## src/design/mem_test_defs.svh

```systemverilog
`ifndef MEM_TEST_DEFS_SVH
`define MEM_TEST_DEFS_SVH

// application port widths
`define MT_ADDR_W 27
`define MT_DATA_W 128

// one full burst is 8 beats of 128 bits
`define MT_BURST_BEATS 8
// addresses count 16-bit words, 8 beats x 8 words
`define MT_ADDR_STEP 64

// size probe, bit 23 is dropped on the small device
`define MT_PROBE_ADDR_HI 27'h80_0000
`define MT_PROBE_VAL_LO 128'hA5C3_0F1E_7B24_96D8_3C5A_E10F_2B47_D869
`define MT_PROBE_VAL_HI 128'h3E91_C47A_0D5B_F268_91A4_7E3C_58D0_B61F

// pattern start value
`define MT_LFSR_SEED 128'h1F2E_3D4C_5B6A_7988_0A1B_2C3D_4E5F_6071

// settling cycles after calibration
`define MT_INIT_WAIT 256

`endif

```

## src/design/mem_test_pkg.sv

```systemverilog
`include "mem_test_defs.svh"

package mem_test_pkg;

  typedef logic [`MT_ADDR_W-1:0] addr_t;
  typedef logic [`MT_DATA_W-1:0] beat_t;

  // controller opcodes
  typedef enum logic [2:0] {
    CMD_WRITE = 3'd0,
    CMD_READ  = 3'd1
  } app_cmd_e;

  typedef enum logic [3:0] {
    PH_WAIT_INIT,
    PH_PROBE,
    PH_FILL,
    PH_CHECK,
    PH_INV_FILL,
    PH_INV_CHECK,
    PH_PASS,
    PH_FAIL
  } mt_phase_e;

  // where write data comes from, also selects the compare polarity
  typedef enum logic [1:0] {
    SRC_PATTERN,
    SRC_INVERSE,
    SRC_LITERAL
  } job_src_e;

endpackage

```

## src/design/pattern_gen.sv

```systemverilog
`timescale 1ns/1ps
`include "mem_test_defs.svh"

module pattern_gen
  import mem_test_pkg::*;
(
  input  logic  clk,
  input  logic  rstn,
  input  logic  restart_i,
  input  logic  advance_i,
  output beat_t beat_o,
  output logic  beat_ready_o
);

  beat_t      lfsr;
  logic [6:0] step_cnt;
  logic       busy;
  logic       feedback;
  logic       shift_en;

  assign feedback = lfsr[68] ^ lfsr[67] ^ lfsr[66] ^ lfsr[63];

  // the advance cycle itself already shifts
  assign shift_en = busy || advance_i;

  always_ff @(posedge clk or negedge rstn) begin
    if (!rstn) begin
      busy     <= 1'b0;
      step_cnt <= '0;
    end else if (restart_i) begin
      busy     <= 1'b1;
      step_cnt <= '0;
    end else if (shift_en) begin
      step_cnt <= step_cnt + 7'd1;
      // 128 steps per beat, the counter wraps back to zero
      busy     <= (step_cnt != 7'd127);
    end
  end

  always_ff @(posedge clk) begin
    if (restart_i) begin
      lfsr <= `MT_LFSR_SEED;
    end else if (shift_en) begin
      lfsr <= {lfsr[`MT_DATA_W-2:0], feedback};
    end
  end

  assign beat_o = lfsr;

  // drops in the same cycle as a request
  assign beat_ready_o = !busy && !advance_i && !restart_i;

endmodule

```

## src/design/burst_engine.sv

```systemverilog
`timescale 1ns/1ps
`include "mem_test_defs.svh"

module burst_engine
  import mem_test_pkg::*;
(
  input  logic       clk,
  input  logic       rstn,
  input  logic       job_start_i,
  input  app_cmd_e   job_cmd_i,
  input  addr_t      job_addr_i,
  input  logic       job_single_i,
  input  job_src_e   job_src_i,
  input  beat_t      job_literal_i,
  input  beat_t      pat_beat_i,
  input  logic       pat_ready_i,
  input  logic       app_cmd_rdy_i,
  input  logic       app_wdata_rdy_i,
  input  logic       app_rdata_valid_i,
  input  beat_t      app_rdata_i,
  output logic       job_done_o,
  output logic       job_mismatch_o,
  output beat_t      rd_beat_o,
  output logic       pat_advance_o,
  output addr_t      app_addr_o,
  output app_cmd_e   app_cmd_o,
  output logic       app_cmd_en_o,
  output logic [5:0] app_burst_number_o,
  output beat_t      app_wdata_o,
  output logic       app_wdata_en_o,
  output logic       app_wdata_end_o
);

  localparam int BEAT_IDX_W = $clog2(`MT_BURST_BEATS);

  typedef enum logic [2:0] {
    E_IDLE,
    E_WR_WAIT,
    E_WR_BEAT,
    E_WR_CMD,
    E_RD_CMD,
    E_RD_DATA,
    E_CMP
  } eng_state_e;

  eng_state_e            state;
  logic [BEAT_IDX_W-1:0] beat_cnt;
  logic                  last_beat;
  logic                  take_wbeat;
  logic                  adv_q;
  logic                  done_q;
  logic                  mismatch_q;
  app_cmd_e              cmd_q;
  addr_t                 addr_q;
  logic                  single_q;
  job_src_e              src_q;
  beat_t                 literal_q;
  beat_t                 wdata_q;
  beat_t                 expected;
  beat_t                 rd_buf [`MT_BURST_BEATS];

  assign last_beat = single_q ? (beat_cnt == '0)
                              : (beat_cnt == BEAT_IDX_W'(`MT_BURST_BEATS - 1));

  // a literal beat is always there, a pattern beat has to be ready
  assign take_wbeat = (state == E_WR_WAIT) && ((src_q == SRC_LITERAL) || pat_ready_i);

  assign expected = (src_q == SRC_INVERSE) ? ~pat_beat_i : pat_beat_i;

  always_ff @(posedge clk or negedge rstn) begin
    if (!rstn) begin
      state      <= E_IDLE;
      beat_cnt   <= '0;
      adv_q      <= 1'b0;
      done_q     <= 1'b0;
      mismatch_q <= 1'b0;
    end else begin
      adv_q  <= 1'b0;
      done_q <= 1'b0;
      case (state)
        E_IDLE: begin
          if (job_start_i) begin
            beat_cnt   <= '0;
            mismatch_q <= 1'b0;
            state      <= (job_cmd_i == CMD_WRITE) ? E_WR_WAIT : E_RD_CMD;
          end
        end
        E_WR_WAIT: begin
          if (take_wbeat) begin
            adv_q <= (src_q != SRC_LITERAL);
            state <= E_WR_BEAT;
          end
        end
        E_WR_BEAT: begin
          if (app_wdata_rdy_i) begin
            if (last_beat) begin
              state <= E_WR_CMD;
            end else begin
              beat_cnt <= beat_cnt + 1'b1;
              state    <= E_WR_WAIT;
            end
          end
        end
        E_WR_CMD: begin
          if (app_cmd_rdy_i) begin
            done_q <= 1'b1;
            state  <= E_IDLE;
          end
        end
        E_RD_CMD: begin
          if (app_cmd_rdy_i) begin
            state <= E_RD_DATA;
          end
        end
        E_RD_DATA: begin
          if (app_rdata_valid_i) begin
            if (!last_beat) begin
              beat_cnt <= beat_cnt + 1'b1;
            end else if (src_q == SRC_LITERAL) begin
              // probe read, the controller judges the beat itself
              done_q <= 1'b1;
              state  <= E_IDLE;
            end else begin
              beat_cnt <= '0;
              state    <= E_CMP;
            end
          end
        end
        E_CMP: begin
          if (pat_ready_i) begin
            adv_q <= 1'b1;
            if (rd_buf[beat_cnt] != expected) begin
              mismatch_q <= 1'b1;
            end
            if (last_beat) begin
              done_q <= 1'b1;
              state  <= E_IDLE;
            end else begin
              beat_cnt <= beat_cnt + 1'b1;
            end
          end
        end
        default: state <= E_IDLE;
      endcase
    end
  end

  always_ff @(posedge clk) begin
    if (state == E_IDLE && job_start_i) begin
      cmd_q     <= job_cmd_i;
      addr_q    <= job_addr_i;
      single_q  <= job_single_i;
      src_q     <= job_src_i;
      literal_q <= job_literal_i;
    end
    if (take_wbeat) begin
      case (src_q)
        SRC_LITERAL: wdata_q <= literal_q;
        SRC_INVERSE: wdata_q <= ~pat_beat_i;
        default:     wdata_q <= pat_beat_i;
      endcase
    end
    if (state == E_RD_DATA && app_rdata_valid_i) begin
      rd_buf[beat_cnt] <= app_rdata_i;
    end
  end

  assign job_done_o     = done_q;
  assign job_mismatch_o = mismatch_q;
  assign rd_beat_o      = rd_buf[0];
  assign pat_advance_o  = adv_q;

  assign app_addr_o         = addr_q;
  assign app_cmd_o          = cmd_q;
  assign app_cmd_en_o       = (state == E_WR_CMD) || (state == E_RD_CMD);
  assign app_burst_number_o = single_q ? 6'd0 : 6'(`MT_BURST_BEATS - 1);
  assign app_wdata_o        = wdata_q;
  assign app_wdata_en_o     = (state == E_WR_BEAT);
  assign app_wdata_end_o    = (state == E_WR_BEAT);

  a_job_start_idle: assert property (@(posedge clk) disable iff (!rstn)
    job_start_i |-> state == E_IDLE)
    else $error("job started while the engine is busy");

  a_cmd_stable: assert property (@(posedge clk) disable iff (!rstn)
    app_cmd_en_o && !app_cmd_rdy_i |=>
      app_cmd_en_o && $stable(app_cmd_o) && $stable(app_addr_o))
    else $error("command changed while waiting on app_cmd_rdy");

  a_wdata_stable: assert property (@(posedge clk) disable iff (!rstn)
    app_wdata_en_o && !app_wdata_rdy_i |=> app_wdata_en_o && $stable(app_wdata_o))
    else $error("write data changed while waiting on app_wdata_rdy");

endmodule

```

## src/design/mem_test_ctrl.sv

```systemverilog
`timescale 1ns/1ps
`include "mem_test_defs.svh"

module mem_test_ctrl
  import mem_test_pkg::*;
#(
  parameter int SPAN_SMALL_BURSTS = 131072,
  parameter int SPAN_LARGE_BURSTS = 2097152
) (
  input  logic     clk,
  input  logic     rstn,
  input  logic     init_calib_complete_i,
  input  logic     job_done_i,
  input  logic     job_mismatch_i,
  input  beat_t    rd_beat_i,
  output logic     job_start_o,
  output app_cmd_e job_cmd_o,
  output addr_t    job_addr_o,
  output logic     job_single_o,
  output job_src_e job_src_o,
  output beat_t    job_literal_o,
  output logic     pat_restart_o,
  output logic     test_done_o,
  output logic     test_fail_o,
  output logic     size_large_o,
  output addr_t    fail_addr_o
);

  localparam int    WAIT_W     = $clog2(`MT_INIT_WAIT);
  localparam addr_t LAST_SMALL = addr_t'((SPAN_SMALL_BURSTS - 1) * `MT_ADDR_STEP);
  localparam addr_t LAST_LARGE = addr_t'((SPAN_LARGE_BURSTS - 1) * `MT_ADDR_STEP);

  mt_phase_e         phase;
  logic [WAIT_W-1:0] wait_cnt;
  logic [1:0]        probe_step;
  addr_t             addr_q;
  addr_t             last_addr;
  logic              size_large;
  addr_t             fail_addr;
  logic              start_q;
  logic              restart_q;
  logic              probe_lo;
  logic              probe_hi;

  function automatic mt_phase_e next_pass(input mt_phase_e ph);
    case (ph)
      PH_FILL:     return PH_CHECK;
      PH_CHECK:    return PH_INV_FILL;
      PH_INV_FILL: return PH_INV_CHECK;
      default:     return PH_PASS;
    endcase
  endfunction

  assign last_addr = size_large ? LAST_LARGE : LAST_SMALL;
  assign probe_lo  = (rd_beat_i == `MT_PROBE_VAL_LO);
  assign probe_hi  = (rd_beat_i == `MT_PROBE_VAL_HI);

  always_ff @(posedge clk or negedge rstn) begin
    if (!rstn) begin
      phase      <= PH_WAIT_INIT;
      wait_cnt   <= '0;
      probe_step <= 2'd0;
      addr_q     <= '0;
      size_large <= 1'b0;
      fail_addr  <= '0;
      start_q    <= 1'b0;
      restart_q  <= 1'b0;
    end else begin
      start_q   <= 1'b0;
      restart_q <= 1'b0;
      case (phase)
        PH_WAIT_INIT: begin
          if (!init_calib_complete_i) begin
            wait_cnt <= '0;
          end else if (wait_cnt == WAIT_W'(`MT_INIT_WAIT - 1)) begin
            phase      <= PH_PROBE;
            probe_step <= 2'd0;
            addr_q     <= '0;
            start_q    <= 1'b1;
          end else begin
            wait_cnt <= wait_cnt + 1'b1;
          end
        end
        PH_PROBE: begin
          if (job_done_i) begin
            case (probe_step)
              2'd0: begin
                probe_step <= 2'd1;
                addr_q     <= `MT_PROBE_ADDR_HI;
                start_q    <= 1'b1;
              end
              2'd1: begin
                probe_step <= 2'd2;
                addr_q     <= '0;
                start_q    <= 1'b1;
              end
              default: begin
                if (probe_lo || probe_hi) begin
                  // the high write did not land on address 0, so bit 23 exists
                  size_large <= probe_lo;
                  phase      <= PH_FILL;
                  addr_q     <= '0;
                  restart_q  <= 1'b1;
                  start_q    <= 1'b1;
                end else begin
                  phase     <= PH_FAIL;
                  fail_addr <= '0;
                end
              end
            endcase
          end
        end
        PH_FILL, PH_CHECK, PH_INV_FILL, PH_INV_CHECK: begin
          if (job_done_i) begin
            if (job_mismatch_i) begin
              phase     <= PH_FAIL;
              fail_addr <= addr_q;
            end else if (addr_q == last_addr) begin
              phase  <= next_pass(phase);
              addr_q <= '0;
              if (phase != PH_INV_CHECK) begin
                restart_q <= 1'b1;
                start_q   <= 1'b1;
              end
            end else begin
              addr_q  <= addr_q + addr_t'(`MT_ADDR_STEP);
              start_q <= 1'b1;
            end
          end
        end
        default: ;
      endcase
    end
  end

  // job description follows the phase, the engine latches it on start
  always_comb begin
    job_cmd_o     = CMD_WRITE;
    job_single_o  = 1'b0;
    job_src_o     = SRC_PATTERN;
    job_literal_o = `MT_PROBE_VAL_LO;
    case (phase)
      PH_PROBE: begin
        job_single_o = 1'b1;
        job_src_o    = SRC_LITERAL;
        if (probe_step == 2'd1) begin
          job_literal_o = `MT_PROBE_VAL_HI;
        end
        if (probe_step == 2'd2) begin
          job_cmd_o = CMD_READ;
        end
      end
      PH_CHECK: job_cmd_o = CMD_READ;
      PH_INV_FILL: job_src_o = SRC_INVERSE;
      PH_INV_CHECK: begin
        job_cmd_o = CMD_READ;
        job_src_o = SRC_INVERSE;
      end
      default: ;
    endcase
  end

  assign job_start_o   = start_q;
  assign job_addr_o    = addr_q;
  assign pat_restart_o = restart_q;
  assign test_done_o   = (phase == PH_PASS) || (phase == PH_FAIL);
  assign test_fail_o   = (phase == PH_FAIL);
  assign size_large_o  = size_large;
  assign fail_addr_o   = fail_addr;

  a_final_sticky: assert property (@(posedge clk) disable iff (!rstn)
    phase inside {PH_PASS, PH_FAIL} |=> $stable(phase))
    else $error("tester left its final phase");

endmodule

```

## src/design/mem_tester.sv

```systemverilog
`timescale 1ns/1ps

module mem_tester
  import mem_test_pkg::*;
#(
  parameter int SPAN_SMALL_BURSTS = 131072,
  parameter int SPAN_LARGE_BURSTS = 2097152
) (
  input  logic       clk,
  input  logic       rstn,
  input  logic       init_calib_complete_i,
  input  logic       app_cmd_rdy_i,
  input  logic       app_wdata_rdy_i,
  input  logic       app_rdata_valid_i,
  input  beat_t      app_rdata_i,
  output addr_t      app_addr_o,
  output app_cmd_e   app_cmd_o,
  output logic       app_cmd_en_o,
  output logic [5:0] app_burst_number_o,
  output beat_t      app_wdata_o,
  output logic       app_wdata_en_o,
  output logic       app_wdata_end_o,
  output logic       test_done_o,
  output logic       test_fail_o,
  output logic       size_large_o,
  output addr_t      fail_addr_o
);

  logic     job_start;
  app_cmd_e job_cmd;
  addr_t    job_addr;
  logic     job_single;
  job_src_e job_src;
  beat_t    job_literal;
  logic     job_done;
  logic     job_mismatch;
  beat_t    rd_beat;
  logic     pat_restart;
  logic     pat_advance;
  beat_t    pat_beat;
  logic     pat_ready;

  mem_test_ctrl #(
    .SPAN_SMALL_BURSTS(SPAN_SMALL_BURSTS),
    .SPAN_LARGE_BURSTS(SPAN_LARGE_BURSTS)
  ) u_ctrl (
    .clk                  (clk),
    .rstn                 (rstn),
    .init_calib_complete_i(init_calib_complete_i),
    .job_done_i           (job_done),
    .job_mismatch_i       (job_mismatch),
    .rd_beat_i            (rd_beat),
    .job_start_o          (job_start),
    .job_cmd_o            (job_cmd),
    .job_addr_o           (job_addr),
    .job_single_o         (job_single),
    .job_src_o            (job_src),
    .job_literal_o        (job_literal),
    .pat_restart_o        (pat_restart),
    .test_done_o          (test_done_o),
    .test_fail_o          (test_fail_o),
    .size_large_o         (size_large_o),
    .fail_addr_o          (fail_addr_o)
  );

  burst_engine u_engine (
    .clk               (clk),
    .rstn              (rstn),
    .job_start_i       (job_start),
    .job_cmd_i         (job_cmd),
    .job_addr_i        (job_addr),
    .job_single_i      (job_single),
    .job_src_i         (job_src),
    .job_literal_i     (job_literal),
    .pat_beat_i        (pat_beat),
    .pat_ready_i       (pat_ready),
    .app_cmd_rdy_i     (app_cmd_rdy_i),
    .app_wdata_rdy_i   (app_wdata_rdy_i),
    .app_rdata_valid_i (app_rdata_valid_i),
    .app_rdata_i       (app_rdata_i),
    .job_done_o        (job_done),
    .job_mismatch_o    (job_mismatch),
    .rd_beat_o         (rd_beat),
    .pat_advance_o     (pat_advance),
    .app_addr_o        (app_addr_o),
    .app_cmd_o         (app_cmd_o),
    .app_cmd_en_o      (app_cmd_en_o),
    .app_burst_number_o(app_burst_number_o),
    .app_wdata_o       (app_wdata_o),
    .app_wdata_en_o    (app_wdata_en_o),
    .app_wdata_end_o   (app_wdata_end_o)
  );

  pattern_gen u_pattern (
    .clk         (clk),
    .rstn        (rstn),
    .restart_i   (pat_restart),
    .advance_i   (pat_advance),
    .beat_o      (pat_beat),
    .beat_ready_o(pat_ready)
  );

endmodule

```

## config.mk

```make
export PLATFORM = sky130hd
export DESIGN_NAME = mem_tester
export DESIGN_NICKNAME = d
export VERILOG_FILES = /design/src/design/mem_test_pkg.sv /design/src/design/pattern_gen.sv /design/src/design/burst_engine.sv /design/src/design/mem_test_ctrl.sv /design/src/design/mem_tester.sv
export VERILOG_INCLUDE_DIRS = /design/src /design/src/design
export SDC_FILE = /design/constraint.sdc
export NUM_CORES = 2
export LEC_CHECK = 0
export BUFFER_PORTS_ARGS = -buffer_cell sky130_fd_sc_hd__buf_2
export CORE_MARGIN = 1.5
export CORE_UTILIZATION = 55
export DETAILED_ROUTE_END_ITERATION = 12
export GPL_TIMING_DRIVEN = 0
export PLACE_DENSITY = 0.76
export SLEW_MARGIN = 20
export SYNTH_ARGS = -nofsm -noshare
export SYNTH_HDL_FRONTEND = slang
export SYNTH_SLANG_ARGS = --single-unit
```

## constraint.sdc

```tcl
create_clock -name clk -period 9.63 [get_ports clk]
set_input_delay 0 -clock clk [delete_from_list [all_inputs] [get_ports clk]]
set_output_delay 0 -clock clk [all_outputs]
set_load 0.01 [all_outputs]
```

# ---- After elaboration in Yosys (flattened, before gate mapping)
# Memories as Yosys holds them, arrays and structs flattened.
# Cells that the tools add are included.
dict set report word_totals {
  regBits 505
  ramBits 1024
  input_bits 134
  memories 1
}
dict set report op_classes {
  n_addsub 4
  eq_ne 49
  n_mux 99
  bitwise 5
  n_reduce_logical 37
}
# memory depth word_bits rd rd_clocked_by_memory_dff wr line_no
set memory_table {}
lappend memory_table {u_engine.rd_buf 8 128 2 0 1 burst_engine.sv:60} ;# beat_t rd_buf [`MT_BURST_BEATS];
# cell n
set op_table {}
lappend op_table {{2-to-1 mux 27 bit} 13}
lappend op_table {{2-to-1 mux 128 bit} 2}
lappend op_table {{case mux 128 bit (2 select lines)} 1}
lappend op_table {{equality test 128 x 126 -> 1 bit (second input constant)} 1}
lappend op_table {{equality test 128 bit (second input constant)} 1}
lappend op_table {{inequality test 128 bit} 1}
lappend op_table {{NOT 128 bit} 1}
lappend op_table {{case mux 27 bit (2 select lines)} 2}
lappend op_table {{case mux 27 bit (3 select lines)} 1}
lappend op_table {{2-to-1 mux 3 bit} 20}
lappend op_table {{2-to-1 mux 1 bit} 32}
lappend op_table {{2-to-1 mux 4 bit} 7}
lappend op_table {{adder 27 x 7 -> 27 bit (second input constant)} 1}
lappend op_table {{equality test 27 bit} 1}
lappend op_table {{inequality test 2 bit (second input constant)} 11}
lappend op_table {{case mux 3 bit (7 select lines)} 1}
lappend op_table {{inequality test 2 x 1 -> 1 bit (second input constant)} 9}
lappend op_table {{equality test 4 x 3 -> 1 bit (second input constant)} 4}
lappend op_table {{2-to-1 mux 8 bit} 2}
lappend op_table {{2-to-1 mux 7 bit} 2}
lappend op_table {{AND reduction 7 bit} 2}
lappend op_table {{equality test 3 bit (second input constant)} 4}
lappend op_table {{case mux 2 bit (2 select lines)} 3}
lappend op_table {{case mux 3 bit (4 select lines)} 1}
lappend op_table {{other kinds (40)} 71}

# ---- Depth between registers and ports, before layout
dict set report depth {
  depth_word 7
  depth_mapped 13
  mapped_depth_nobuf 10
}

# ---- Hierarchy
# Synthesis repeated with hierarchy kept, for this count alone.
dict set report hier_totals {
  cells_unflattened 3754
  area_unflattened_um2 62794.0
}
# module n_inst cells_each area_each_um2 seq_area_each_um2
set modules_own_cells {}
lappend modules_own_cells {burst_engine 1 2611 53075.9 39653.0}
lappend modules_own_cells {pattern_gen 1 598 4978.5 2762.6}
lappend modules_own_cells {mem_test_ctrl 1 545 4739.5 1476.4}

# ---- Least setup slack after synthesis
# OpenSTA, ideal clock, no wires.
dict set report synth_timing {
  kind {reg-to-reg}
  start {reg u_engine.src_q[0]}
  end {reg u_engine.wdata_q[0], in the netlist u_engine.app_wdata_o[0] (enable)}
  setup_ns 0.772
  t_arrival_ns 9.786
  t_required_ns 8.858
  setup_slack_ns -0.928
  stages_incl_launch_ff 7
  n_path_buf 2
  period_less_slack_ns 10.558
  path_cell_list {edfxtp_1 -> inv_1 -> ha_1 -> clkbuf_1 -> clkbuf_1 -> nor2_1 -> nor3_1}
}
dict set report synth_via {
  elab_chain_cells 3
}
# item line_no
set synth_rtl {}
lappend synth_rtl {{start: declaration} burst_engine.sv:56} ;# job_src_e src_q;
lappend synth_rtl {{start signal: assignment} burst_engine.sv:153} ;# src_q <= job_src_i;
lappend synth_rtl {{equality test 2 bit} burst_engine.sv:66} ;# assign take_wbeat = (state == E_WR_WAIT) && ((src_q == SRC_LITERAL) || pat_ready_i);
lappend synth_rtl {{logical OR 1 bit} burst_engine.sv:66}
lappend synth_rtl {{logical AND 1 bit} burst_engine.sv:66}
lappend synth_rtl {{named net u_engine.take_wbeat} burst_engine.sv:49} ;# logic take_wbeat;
lappend synth_rtl {{end signal: assignment} burst_engine.sv:158} ;# SRC_LITERAL: wdata_q <= literal_q;
lappend synth_rtl {{end signal: assignment} burst_engine.sv:159} ;# SRC_INVERSE: wdata_q <= ~pat_beat_i;
lappend synth_rtl {{end signal: assignment} burst_engine.sv:160} ;# default: wdata_q <= pat_beat_i;
lappend synth_rtl {{end: declaration} burst_engine.sv:58} ;# beat_t wdata_q;
# The timed path passes the listed nets, and every way through them passes these cells.
# A chain may end at the register's enable or synchronous reset.

# ---- Final worst setup path
dict set report layout_timing {
  start {reg u_engine.beat_cnt[2]}
  end {reg u_engine.mismatch_q, in the netlist u_engine.job_mismatch_o}
}
dict set report layout_via {
  elab_chain_cells 4
}
# item line_no
set layout_rtl {}
lappend layout_rtl {{start: declaration} burst_engine.sv:47} ;# logic [BEAT_IDX_W-1:0] beat_cnt;
lappend layout_rtl {{start signal: assignment} burst_engine.sv:99} ;# beat_cnt <= beat_cnt + 1'b1;
lappend layout_rtl {{start signal: assignment} burst_engine.sv:118} ;# beat_cnt <= beat_cnt + 1'b1;
lappend layout_rtl {{start signal: assignment} burst_engine.sv:139} ;# beat_cnt <= beat_cnt + 1'b1;
lappend layout_rtl {{memory (8 x 128 bit)} n/a}
lappend layout_rtl {{inequality test 128 bit} burst_engine.sv:132} ;# if (rd_buf[beat_cnt] != expected) begin
lappend layout_rtl {{inequality test 2 x 1 -> 1 bit (no line)} n/a}
lappend layout_rtl {{AND reduction 4 bit (no line)} n/a}
lappend layout_rtl {{end signal: assignment} burst_engine.sv:76} ;# mismatch_q <= 1'b0;
lappend layout_rtl {{end signal: assignment} burst_engine.sv:84} ;# mismatch_q <= 1'b0;
lappend layout_rtl {{end signal: assignment} burst_engine.sv:133} ;# mismatch_q <= 1'b1;
lappend layout_rtl {{end: declaration} burst_engine.sv:52} ;# logic mismatch_q;
# No other way between the ends.

==> summary.md <==
| Metric | Value |
|---|---|
| PortBufs | 319 |
| # fillers | 7187 |
| Hold Crit Depth | 2 |
| Slew of the pin with the lowest slew margin | 1.34 ns |
| Top-count cell post-synth | edfxtp_1 |
| Initial DRC count | 5962 |
| Synth Cell Area | 57700 sq um |
| Fraction of layout cells with a size suffix above 1 | 13.6% |
| Critical Path AT | 6.25 ns |
| Pre-CTS WS | 4.34 ns |
| Commonest cells post-synth | edfxtp_1 (1178), mux2i_1 (534), o22ai_1 (263), nand2_1 (212), nor2_1 (196) |
| Ys flop type | edfxtp_1 |
| Cells after Synth | 4060 |
| CP Cell Sequence | buf_2 -> clkbuf_1 -> buf_1 -> mux2i_1 -> o22ai_1 -> or3_1 -> nand4_1 -> nor4_1 -> nand4_1 -> nor4_2 -> o22ai_1 |
| Area growth, synth to finish | 18.6% |
| Leak | 0.0228 uW |
| Relative slew margins | 11.0% |
| PD cells | 208 nW/um^2 |
| Cells taking the most area after synthesis | edfxtp_1 (61%), mux2i_1 (9.3%), dfxtp_1 (4.4%) |
| Antenna-violating nets left | 0 |
| Nets | 5005 |
| Clock transition at the registers of the reported paths | 0.07 ns |
| Deepest clock path buffer count | 3 |
| Routed wire per std cell | 29.4 um |
| First-pass GRT wire length | 256 mm |
| Post-CTS Resized | 0 |
| H-tree depth | 4 |
| Sequential share of power | 45.7% |
| Routability-driven placement congestion ratio | 1.01 |
| Clock period minus final worst setup slack | 5.64 ns |
| Hold buffers post-CTS | 136 |
| Internal power | 10200 uW |
| Num CTS Buffers | 138 |
| CP Class | register to register |
| Post-route setup TNS | 0 ns |
| Vias after detailed routing | 40000 |
| Starting Density | 55.6% |
| FF+latch area | 39800 sq um |
| Clock share of power | 37.1% |
| Clock root cell | clkbuf_16 |
| Post-synth top area share | 61.3% |
| Unrepaired setup endpoints after global routing | false |
| P_sw | 3980 uW |
| Core box area | 104000 sq um |
| Yosys reg bits | 1382 |
| Die W | 327 um |
| Avg Cell Area, Syn | 14.2 sq um |
| Total power | 14200 uW |
| Die footprint | 107000 sq um |
| CTS tree | yes |
| Clock Latency Late Sink | 0.77 ns |
| PnR worst setup slack | 3.99 ns |
| Final Hold Vio Count | 0 |
| Vias in the first global route | 37200 |
| Initial antenna violation count | 21 |
| Worst reg-to-reg setup slack | 3.99 ns |
| DR vias/cell | 6.42 |
| CP Launch Type | register |
| Final Cycle Share | 58.6% |
| Initial DRT Pass Iterations | 6 |
| Synthesis Warnings | 0 |
| Row cnt | 118 |
| Hold WC Path Type | input port to register |
| Clk sinks | 1382 |
| VDD IR max | 0.000165 V |
| Clk_skew | 0.0379 ns |
| Worst-case reg-to-reg path depth | 11 |
| Multi-input logic area | 16400 sq um |
| Largest net degree at the start of global routing | 58 |
| Worst EP required | 10.24 ns |
| Status | finished, final reports clean |
| GR Overflow Total | 0 |
| Final core occ | 65.9% |
| Netlist cell types | 67 |
| Final wirelength | 184 mm |
| Die H | 327 um |
| Slew Limit Fails | 0 |
| Dominant cell type by area after synthesis | edfxtp_1 |
| Max Cap Violations | 0 |
| Highest cell delay on the worst timing path | 0.84 ns |
| Sw frac | 28.0% |
| Combinational share of power | 17.2% |
| Number of enable flip-flop cells after synthesis | 1178 |
| Register area share after synthesis | 69.0% |
| Postcts setup bufs | 0 |
| Setup violations, final | 0 |
| Fmax | 177 MHz |
| Global Route Usage Sum | 33.8% |
| Critical path's slowest cell | clkbuf_1 |
| Async S/R FF share, synth | 5.50% |
| Maximum fanout along the worst path | 10 |
| Detailed placement HPWL | 134 mm |
| DRC Markers | 0 |
| Io pins | 331 |
| Worst Setup End Kind | register |
-- sequential cells by signal (all words and copies together), names as in the netlist, 2 cells and up --
signal	flops
u_engine.literal_q	2
u_ctrl.phase	3
u_ctrl.fail_addr_o	22
u_engine.app_addr_o	21
u_engine.rd_buf	1024
u_engine.app_wdata_o	128
u_pattern.beat_o	128
u_engine.src_q	2
u_ctrl.wait_cnt	8
u_engine.state	3
u_ctrl.job_addr_o	21
u_ctrl.probe_step	2
u_pattern.step_cnt	7
u_engine.beat_cnt	3
-- path summary, 6_finish.rpt --
kind / start / to
setup / recovery: u_engine.beat_cnt[2] / u_engine.job_mismatch_o
hold / removal: app_rdata_i[4] / u_engine.rd_buf[4][4]
setup reg to reg: u_engine.beat_cnt[2] / u_engine.job_mismatch_o
hold reg to reg: u_pattern.beat_o[33] / u_pattern.beat_o[33]
max in group asynchronous: rstn / u_ctrl.fail_addr_o[5]
min in group asynchronous: rstn / u_ctrl.wait_cnt[4]
-- per-layer routing --
layer / global-route usage, % / up-vias / part of all wire [%]
li1: - / 17000 / -
met2: 50.9 / 2926 / 44
met1: 44.2 / 19500 / 36
met4: 17.2 / 10 / 5.7
met3: 10.8 / 539 / 14
met5: 0 / - / 0.034
-- cell families (layout without fill, tap and decap cells) --
group                    count (synthesis)  after routing  synth area share [%]
AO/OA/AOI/OAI                          724            724                  7.54
flip-flops                            1382           1382                  69.0
adder cells (fa/ha/maj)                140            140                  3.04
AND/OR/NAND/NOR                        850            850                  7.72
multiplexers                           560            560                  9.77
buffers and inverters                  391           1163                  2.70
XOR/XNOR                                12             12                 0.182
other                                    1             27               0.00650
-- stage by stage --
step                hold slack (ns)  std cells  cell area [sq um]
CTS                          0.0481       6222              68400
global placement              0.266       5769              61100
global route                 0.0845       6223              68400
detailed placement          -0.0726       5835              62700
finish                       0.0602       6238              68400
floorplan                    -0.296       4070              57700
-- layout make-up --
| type | count | area share, % |
|---|---|---|
| Multi-Input combinational cell | 2297 | 24.0 |
| Buffer | 225 | 1.37 |
| Clock buffer | 174 | 5.41 |
| Inverter | 166 | 0.910 |
| Clock inverter | 77 | 0.973 |
| Antenna cell | 16 | 0.0585 |
| Tap cell | 1380 | 2.52 |
| Timing Repair Buffer | 521 | 6.53 |
| Sequential cell | 1382 | 58.2 |
-- critical path, delay by kind of cell, from the launching register on --
kind                   cells  cell delay [ns]
AO/OA/AOI/OAI              2             0.71
buffers and inverters      3             1.97
flip-flops                 1             0.35
multiplexers               1             0.16
AND/OR/NAND/NOR            5             2.24
-- power by group through the flow --
stage / Sequential [uW] / Combinational, uW / Clock [uW]
after global placement: 6630 / 2220 / 0
after CTS: 6500 / 2330 / 5270
final: 6500 / 2450 / 5270
after global routing: 6500 / 2490 / 5510
after floorplan: 6620 / 1320 / 0
after detailed placement: 6630 / 2260 / 0
-- placed cells by master, fill, tap and decap left out, types with 9 or more instances in the layout --
master,instances
buf_2,322
buf_12,22
mux2_2,26
buf_4,20
mux2i_1,534
and4b_1,9
nor4b_1,10
clkbuf_1,194
nor2b_1,10
nand2_1,212
a211o_1,62
o22ai_1,263
nor4bb_1,24
conb_1,11
diode_2,16
inv_1,165
o31ai_1,9
a21oi_1,186
ha_1,139
dfxtp_1,128
clkinv_1,35
nor3_1,43
nor2_1,188
buf_16,34
or3_1,134
bufinv_16,10
buf_1,34
dfrtp_1,76
o21ai_1,19
clkinv_2,17
nand3_1,24
clkbuf_16,142
dlygate4sd3_1,135
o21ai_0,155
edfxtp_1,1178
nor4_1,29
nand4_1,101
Note: power is estimated with default switching activity, not from simulation.
